`config.mk`:
```
export PLATFORM = sky130hd
export DESIGN_NAME = qos_buffer_top
export DESIGN_NICKNAME = d
export VERILOG_FILES = /design/src/verilog/qos_pkt_pkg.sv /design/src/verilog/qos_stat_pkg.sv /design/src/verilog/qos_if.sv /design/src/verilog/pkt_assembler.sv /design/src/verilog/qos_buffer_top.sv /design/src/verilog/queue_bank.sv /design/src/verilog/read_scheduler.sv /design/src/verilog/sched_cfg_regs.sv /design/src/verilog/stat_counters.sv
export VERILOG_INCLUDE_DIRS = /design/src /design/src/verilog
export SDC_FILE = /design/constraint.sdc
export NUM_CORES = 1
export LEC_CHECK = 0
export ABC_AREA = 1
export BUFFER_PORTS_ARGS = -buffer_cell sky130_fd_sc_hd__buf_4
export CAP_MARGIN = 20
export CORE_MARGIN = 1
export CORE_UTILIZATION = 55
export CTS_BUF_LIST = sky130_fd_sc_hd__clkbuf_8 sky130_fd_sc_hd__clkbuf_16
export DETAILED_ROUTE_END_ITERATION = 10
export PLACE_DENSITY_LB_ADDON = 0.15
export SYNTH_ARGS = -nofsm -noshare
export SYNTH_HDL_FRONTEND = slang
export SYNTH_SLANG_ARGS = --single-unit
```
`constraint.sdc`:
```
create_clock -name clk -period 16.8 [get_ports clk]
set_input_delay 3.36 -clock clk [delete_from_list [all_inputs] [get_ports clk]]
set_output_delay 3.36 -clock clk [all_outputs]
set_load 0.02 [all_outputs]
```
`src/verilog/qos_config.svh`:
```
`ifndef QOS_CONFIG_SVH
`define QOS_CONFIG_SVH

// queue count, fixed by the 2-bit queue field
`define QOS_NUM_Q 4

// entries per queue
`define QOS_DEPTH 6

// statistic counters wrap at this width
`define QOS_CNT_W 7

// enough for seven outstanding credits
`define QOS_CRED_W 3

// tie-break threshold after reset
`define QOS_THR_RST 3

`endif

```
`src/verilog/qos_pkt_pkg.sv`:
```
`include "qos_config.svh"

package qos_pkt_pkg;

	// queue number field of a packet
	typedef logic [$clog2(`QOS_NUM_Q)-1:0] qid_t;

	// payload field of a packet
	typedef logic [1:0] payload_t;

	// 0 to QOS_DEPTH entries
	typedef logic [$clog2(`QOS_DEPTH+1)-1:0] occ_t;

	// bit collection, then one cycle of packet output
	typedef enum logic {
		COLLECT,
		EMIT
	} asm_state_t;

endpackage

```
`src/verilog/qos_stat_pkg.sv`:
```
`include "qos_config.svh"

package qos_stat_pkg;

	// one wrapping statistic counter
	typedef logic [`QOS_CNT_W-1:0] stat_cnt_t;

endpackage

```
`src/verilog/qos_if.sv`:
```
`include "qos_config.svh"

interface qos_if;
	import qos_pkt_pkg::*;

	// per-queue state from the bank
	occ_t     occ  [`QOS_NUM_Q];
	payload_t head [`QOS_NUM_Q];

	// pop request, only for a nonempty queue
	logic pop;
	qid_t pop_qid;

	modport bank (
		output occ,
		output head,
		input  pop,
		input  pop_qid
	);

	modport sched (
		input  occ,
		input  head,
		output pop,
		output pop_qid
	);

endinterface

```
`src/verilog/pkt_assembler.sv`:
```
module pkt_assembler (
	input  logic                   clk,
	input  logic                   arst_n_i,
	input  logic                   bit_valid_i,
	input  logic                   bit_i,
	output logic                   pkt_valid_o,
	output qos_pkt_pkg::qid_t      pkt_qid_o,
	output qos_pkt_pkg::payload_t  pkt_data_o
);
	import qos_pkt_pkg::*;

	asm_state_t state;
	logic [1:0] bit_cnt;
	logic [3:0] shreg;

	always_ff @(posedge clk or negedge arst_n_i) begin
		if (!arst_n_i) begin
			state   <= COLLECT;
			bit_cnt <= 2'd0;
		end else begin
			if (bit_valid_i) begin
				bit_cnt <= bit_cnt + 2'd1;
			end
			case (state)
				COLLECT: begin
					if (bit_valid_i && bit_cnt == 2'd3) begin
						state <= EMIT;
					end
				end
				EMIT: begin
					// a new packet may already be starting here
					state <= COLLECT;
				end
				default: begin
					state <= COLLECT;
				end
			endcase
		end
	end

	// first bit lands in shreg[3]
	always_ff @(posedge clk) begin
		if (bit_valid_i) begin
			shreg <= {shreg[2:0], bit_i};
		end
	end

	assign pkt_valid_o = (state == EMIT);
	assign pkt_qid_o   = shreg[3:2];
	assign pkt_data_o  = shreg[1:0];

endmodule

```
`src/verilog/qos_buffer_top.sv`:
```
`include "qos_config.svh"

module qos_buffer_top (
	input  logic                     clk,
	input  logic                     arst_n_i,
	input  logic                     bit_valid_i,
	input  logic                     bit_i,
	input  logic                     rd_credit_i,
	input  logic                     cfg_we_i,
	input  qos_pkt_pkg::occ_t        cfg_thr_i,
	input  qos_pkt_pkg::qid_t        stat_qid_i,
	output logic                     rd_valid_o,
	output qos_pkt_pkg::qid_t        rd_qid_o,
	output qos_pkt_pkg::payload_t    rd_data_o,
	output qos_stat_pkg::stat_cnt_t  rx_count_o,
	output qos_stat_pkg::stat_cnt_t  rd_count_o,
	output qos_stat_pkg::stat_cnt_t  drop_count_o
);
	import qos_pkt_pkg::*;

	logic                  pkt_valid;
	qid_t                  pkt_qid;
	payload_t              pkt_data;
	logic [`QOS_NUM_Q-1:0] drop;
	occ_t                  thr;

	qos_if u_qif ();

	pkt_assembler u_pkt_assembler (
		.clk         (clk),
		.arst_n_i    (arst_n_i),
		.bit_valid_i (bit_valid_i),
		.bit_i       (bit_i),
		.pkt_valid_o (pkt_valid),
		.pkt_qid_o   (pkt_qid),
		.pkt_data_o  (pkt_data)
	);

	queue_bank u_queue_bank (
		.clk         (clk),
		.arst_n_i    (arst_n_i),
		.pkt_valid_i (pkt_valid),
		.pkt_qid_i   (pkt_qid),
		.pkt_data_i  (pkt_data),
		.qbus        (u_qif.bank),
		.drop_o      (drop)
	);

	sched_cfg_regs u_sched_cfg_regs (
		.clk       (clk),
		.arst_n_i  (arst_n_i),
		.cfg_we_i  (cfg_we_i),
		.cfg_thr_i (cfg_thr_i),
		.thr_o     (thr)
	);

	read_scheduler u_read_scheduler (
		.clk         (clk),
		.arst_n_i    (arst_n_i),
		.rd_credit_i (rd_credit_i),
		.thr_i       (thr),
		.qbus        (u_qif.sched),
		.rd_valid_o  (rd_valid_o),
		.rd_qid_o    (rd_qid_o),
		.rd_data_o   (rd_data_o)
	);

	stat_counters u_stat_counters (
		.clk          (clk),
		.arst_n_i     (arst_n_i),
		.pkt_valid_i  (pkt_valid),
		.pkt_qid_i    (pkt_qid),
		.drop_i       (drop),
		.rd_valid_i   (rd_valid_o),
		.rd_qid_i     (rd_qid_o),
		.stat_qid_i   (stat_qid_i),
		.rx_count_o   (rx_count_o),
		.rd_count_o   (rd_count_o),
		.drop_count_o (drop_count_o)
	);

endmodule

```
`src/verilog/queue_bank.sv`:
```
`include "qos_config.svh"

module queue_bank (
	input  logic                   clk,
	input  logic                   arst_n_i,
	input  logic                   pkt_valid_i,
	input  qos_pkt_pkg::qid_t      pkt_qid_i,
	input  qos_pkt_pkg::payload_t  pkt_data_i,
	qos_if.bank                    qbus,
	output logic [`QOS_NUM_Q-1:0]  drop_o
);
	import qos_pkt_pkg::*;

	// entry 0 is the oldest
	payload_t mem [`QOS_NUM_Q][`QOS_DEPTH];
	occ_t     occ [`QOS_NUM_Q];
	occ_t     wr_idx [`QOS_NUM_Q];

	logic [`QOS_NUM_Q-1:0] push;
	logic [`QOS_NUM_Q-1:0] pop;
	logic [`QOS_NUM_Q-1:0] full;
	logic [`QOS_NUM_Q-1:0] shift;

	always_comb begin
		for (int q = 0; q < `QOS_NUM_Q; q++) begin
			push[q]   = pkt_valid_i && (pkt_qid_i == qid_t'(q));
			pop[q]    = qbus.pop && (qbus.pop_qid == qid_t'(q));
			full[q]   = (occ[q] == occ_t'(`QOS_DEPTH));
			shift[q]  = pop[q] || (push[q] && full[q]);
			drop_o[q] = push[q] && full[q] && !pop[q];
			// write behind the last entry after any shift
			wr_idx[q] = shift[q] ? occ[q] - occ_t'(1) : occ[q];
			qbus.occ[q]  = occ[q];
			qbus.head[q] = mem[q][0];
		end
	end

	always_ff @(posedge clk or negedge arst_n_i) begin
		if (!arst_n_i) begin
			for (int q = 0; q < `QOS_NUM_Q; q++) begin
				occ[q] <= '0;
			end
		end else begin
			for (int q = 0; q < `QOS_NUM_Q; q++) begin
				if (push[q] && !pop[q] && !full[q]) begin
					occ[q] <= occ[q] + occ_t'(1);
				end else if (pop[q] && !push[q]) begin
					occ[q] <= occ[q] - occ_t'(1);
				end
			end
		end
	end

	always_ff @(posedge clk) begin
		for (int q = 0; q < `QOS_NUM_Q; q++) begin
			if (shift[q]) begin
				for (int i = 0; i < `QOS_DEPTH - 1; i++) begin
					mem[q][i] <= mem[q][i+1];
				end
			end
			if (push[q]) begin
				mem[q][wr_idx[q]] <= pkt_data_i;
			end
		end
	end

endmodule

```
`src/verilog/read_scheduler.sv`:
```
`include "qos_config.svh"

module read_scheduler (
	input  logic                   clk,
	input  logic                   arst_n_i,
	input  logic                   rd_credit_i,
	input  qos_pkt_pkg::occ_t      thr_i,
	qos_if.sched                   qbus,
	output logic                   rd_valid_o,
	output qos_pkt_pkg::qid_t      rd_qid_o,
	output qos_pkt_pkg::payload_t  rd_data_o
);
	import qos_pkt_pkg::*;

	logic [`QOS_CRED_W-1:0] cred;
	occ_t max_occ;
	qid_t sel;
	logic can_read;

	always_comb begin
		max_occ = '0;
		sel     = '0;
		for (int q = 0; q < `QOS_NUM_Q; q++) begin
			if (qbus.occ[q] > max_occ) begin
				max_occ = qbus.occ[q];
			end
		end
		// above threshold the highest queue wins a tie, else the lowest
		if (max_occ > thr_i) begin
			for (int q = 0; q < `QOS_NUM_Q; q++) begin
				if (qbus.occ[q] == max_occ) begin
					sel = qid_t'(q);
				end
			end
		end else begin
			for (int q = `QOS_NUM_Q - 1; q >= 0; q--) begin
				if (qbus.occ[q] == max_occ) begin
					sel = qid_t'(q);
				end
			end
		end
		can_read = (cred != '0) && (max_occ != '0);
	end

	assign qbus.pop     = can_read;
	assign qbus.pop_qid = sel;

	always_ff @(posedge clk or negedge arst_n_i) begin
		if (!arst_n_i) begin
			cred       <= '0;
			rd_valid_o <= 1'b0;
		end else begin
			// returned credit and consumed credit cancel out
			if (rd_credit_i && !can_read) begin
				cred <= cred + 1'b1;
			end else if (can_read && !rd_credit_i) begin
				cred <= cred - 1'b1;
			end
			rd_valid_o <= can_read;
		end
	end

	always_ff @(posedge clk) begin
		if (can_read) begin
			rd_qid_o  <= sel;
			rd_data_o <= qbus.head[sel];
		end
	end

endmodule

```
`src/verilog/sched_cfg_regs.sv`:
```
`include "qos_config.svh"

module sched_cfg_regs (
	input  logic               clk,
	input  logic               arst_n_i,
	input  logic               cfg_we_i,
	input  qos_pkt_pkg::occ_t  cfg_thr_i,
	output qos_pkt_pkg::occ_t  thr_o
);
	import qos_pkt_pkg::*;

	occ_t thr_q;

	// tie policy may be changed while traffic runs
	always_ff @(posedge clk or negedge arst_n_i) begin
		if (!arst_n_i) begin
			thr_q <= occ_t'(`QOS_THR_RST);
		end else if (cfg_we_i) begin
			thr_q <= cfg_thr_i;
		end
	end

	assign thr_o = thr_q;

endmodule

```
`src/verilog/stat_counters.sv`:
```
`include "qos_config.svh"

module stat_counters (
	input  logic                     clk,
	input  logic                     arst_n_i,
	input  logic                     pkt_valid_i,
	input  qos_pkt_pkg::qid_t        pkt_qid_i,
	input  logic [`QOS_NUM_Q-1:0]    drop_i,
	input  logic                     rd_valid_i,
	input  qos_pkt_pkg::qid_t        rd_qid_i,
	input  qos_pkt_pkg::qid_t        stat_qid_i,
	output qos_stat_pkg::stat_cnt_t  rx_count_o,
	output qos_stat_pkg::stat_cnt_t  rd_count_o,
	output qos_stat_pkg::stat_cnt_t  drop_count_o
);
	import qos_pkt_pkg::*;
	import qos_stat_pkg::*;

	stat_cnt_t rx_cnt   [`QOS_NUM_Q];
	stat_cnt_t rd_cnt   [`QOS_NUM_Q];
	stat_cnt_t drop_cnt [`QOS_NUM_Q];

	always_ff @(posedge clk or negedge arst_n_i) begin
		if (!arst_n_i) begin
			for (int q = 0; q < `QOS_NUM_Q; q++) begin
				rx_cnt[q]   <= '0;
				rd_cnt[q]   <= '0;
				drop_cnt[q] <= '0;
			end
		end else begin
			for (int q = 0; q < `QOS_NUM_Q; q++) begin
				if (pkt_valid_i && pkt_qid_i == qid_t'(q)) begin
					rx_cnt[q] <= rx_cnt[q] + 1'b1;
				end
				if (rd_valid_i && rd_qid_i == qid_t'(q)) begin
					rd_cnt[q] <= rd_cnt[q] + 1'b1;
				end
				if (drop_i[q]) begin
					drop_cnt[q] <= drop_cnt[q] + 1'b1;
				end
			end
		end
	end

	assign rx_count_o   = rx_cnt[stat_qid_i];
	assign rd_count_o   = rd_cnt[stat_qid_i];
	assign drop_count_o = drop_cnt[stat_qid_i];

endmodule
```
==> results.tsv <==
metric	value	unit
Final setup viols	0	
Area growth syn-to-layout	10.8	%
Worst-Margin Slew	961	ps
CTS buffer count	17	
CTS tree	done	
top cells by area, synth	dfrtp_1 27%, edfxtp_1 17%, nand2_1 12%	
ANT cells	0	
crit-path max FO	45	
critical path depth in cells	7	
Crit. Startpoint	stat_qid_i[0]	
max-slew violations	0	
share of the synthesized area in the top cell type	0.270	
Slew HR	0.355	
setup_tns	0	ps
CP cell instances	buf_4 -> inv_1 -> buf_4 -> o21ai_0 -> a21oi_1 -> a21oi_1 -> buf_4	
Clock Latency Late Sink	430	ps
Worst R2R Start	u_queue_bank.qbus.occ[9]	
Post-DP HPWL	14700	um
RePlAce Congestion	0.910	
Yosys cell types	40	
Hold Slack	463	ps
Post-Route Skew	7.58	ps
Row Count	48	
R2R cell count	37	
Synth Cell Area	9640	um2
TritonCTS Sinks	162	
vias	7450	
status	finished, final reports clean	
fill count	1452	
crit path capture	rd_count_o[5]	
final period utilization	0.480	
crit path launch type	input pin	
WL final	20000	um
Iter 0 DRT Violations	425	
Core Area	17200	um2
first-pass GRT wire length	33800	um
storage element area	4340	um2
FF+latch count, synth	162	
most frequent cell after synthesis	nand2_1	
EDFF count, synth	56	
Slowest cell on crit path	buf_4	
Setup Fix Bufs, Post-CTS	0	
Worst Path Arrival	4700	ps
post-route minimum period	8060	ps
I/O Buffers	36	
FF-to-FF setup slack	10330	ps
Post-CTS Resized	0	
WL per Instance	14.3	um
largest net degree at the start of global routing	57	
Die Y	134	um
family with the most delay on the worst path	buffers and inverters	
fraction of registers with async set/reset	0.654	
number of I/O pins	37	
Remaining DRCs	0	
CTS Buffer Depth	2	
FMAX	124	MHz
GRT Overall Usage	0.237	
CTS root buf	clkbuf_16	
cell taking the most area after synthesis	dfrtp_1	
number of global-route vias before repair	6990	
CP peak stage delay	320	ps
GRT overflow	0	
Vias/cell	5.33	
H-tree lvl count	4	
FF-to-FF End	u_queue_bank.mem[3][1]	
Multi-input gate area	4830	um2
crit path capture type	output port	
Hold WC Path Type	reg2reg	
cts hold-fix bufs	0	
Post-synth top flop	dfrtp_1	
top cells by count, synth	310 x nand2_1, 113 x nand3_1, 104 x dfrtp_1, 95 x inv_1, 74 x nor2_1	
worst path bufs/invs	4	
Nets	1212	
Clock Pin Slew Worst Setup and Hold Paths	60	ps
RSZ-0062 raised after global routing	no	
Die Span X	134	um
initial core utilization	0.559	
Worst Path Required	13440	ps
Hold Fails Final Rpt	0	
drt first pass iters	5	
most frequent CP cell	buf_4	
max-cap check violation count	0	
register area share after synthesis	0.450	
die area	18100	um2
initial antenna violation count	0	
syn nets	1175	
synth warn	0	
critical setup path kind	in2out	
Avg Cell Area, Syn	8.58	um2
antenna viol nets, final	0	
layout cell share with drive strength beyond 1	0.150	
Gate Count Post-Synth	1124	
-- flip-flops by register name (all words and copies together), names as in the netlist, 3 cells and up --
| signal | flops |
|---|---|
| u_queue_bank.qbus.occ | 12 |
| u_stat_counters.drop_cnt | 28 |
| u_queue_bank.mem | 48 |
| u_stat_counters.rx_cnt | 28 |
| u_read_scheduler.cred | 3 |
| u_sched_cfg_regs.thr_o | 3 |
| u_pkt_assembler.shreg | 4 |
| u_stat_counters.rd_cnt | 28 |
-- worst reg2reg max path: cells and delay by family, from the launching register on --
family | cells | cell delay (ps)
AOI/OAI and AO/OA | 4 | 990
buffers and inverters | 6 | 750
and+or+nand+nor | 22 | 2470
adders and majority gates | 5 | 1450
DFF | 1 | 490
-- worst min-delay path by stage --
stage / from / endpoint / slack [ps] / cells past startpoint
after floorplan: u_pkt_assembler.pkt_valid_o / u_pkt_assembler.pkt_valid_o / 400 / 1
after global placement: u_stat_counters.rd_cnt[20] / u_stat_counters.rd_cnt[20] / 450 / 1
after detailed placement: u_stat_counters.rd_cnt[20] / u_stat_counters.rd_cnt[20] / 450 / 1
after CTS: u_stat_counters.rd_cnt[20] / u_stat_counters.rd_cnt[20] / 460 / 1
after global routing: u_stat_counters.rd_cnt[19] / u_stat_counters.rd_cnt[19] / 470 / 1
final: u_stat_counters.rd_cnt[20] / u_stat_counters.rd_cnt[20] / 460 / 1
-- layout by cell type, fill, tap and decap left out, drive strengths merged, types with 31 or more instances in the layout --
cell type / n
nand3: 125
dfrtp: 104
nand2: 356
nor2: 98
edfxtp: 56
ha: 39
inv: 112
xor2: 56
o21ai: 47
buf: 39
xnor2: 31
-- area by class of cell --
type                    count  share of cell area
well taps                 225              0.0263
repair buffers             39              0.0274
clock inverters            15              0.0123
multi-input cells         838               0.452
inverters                 103              0.0362
flip-flops and latches    162               0.406
clock buffers              17              0.0398
-- metrics by stage --
step	util	worst slack, ps	instance area [um2]	cells
after detailed placement	0.588	8770	10100	1367
final	0.620	8740	10700	1399
after global placement	0.588	8810	10100	1367
after global routing	0.620	8580	10700	1399
after CTS	0.620	8760	10700	1399
after floorplan	-	8870	9640	1124
-- cell families after synthesis --
logic type / count (synthesis) / synth area share
muxes: 6 / 0.00701
adders and majority gates: 40 / 0.0527
and+or+nand+nor: 609 / 0.301
DFF: 162 / 0.450
buffers and inverters: 124 / 0.0492
AOI/OAI and AO/OA: 96 / 0.0610
xor gates and xnor gates: 87 / 0.0790
-- routing by layer --
layer | GRT usage | vias to the layer above | part of all wire
li1 | - | 3769 | -
met2 | 0.379 | 141 | 0.46
met1 | 0.325 | 3513 | 0.48
met3 | 0.0465 | 27 | 0.036
met4 | 0.0780 | 0 | 0.019
met5 | 0 | - | 0
Power is left out: the tool's default activity adds up to more than one toggle a clock period on the data nets, which glitch-free logic cannot reach.
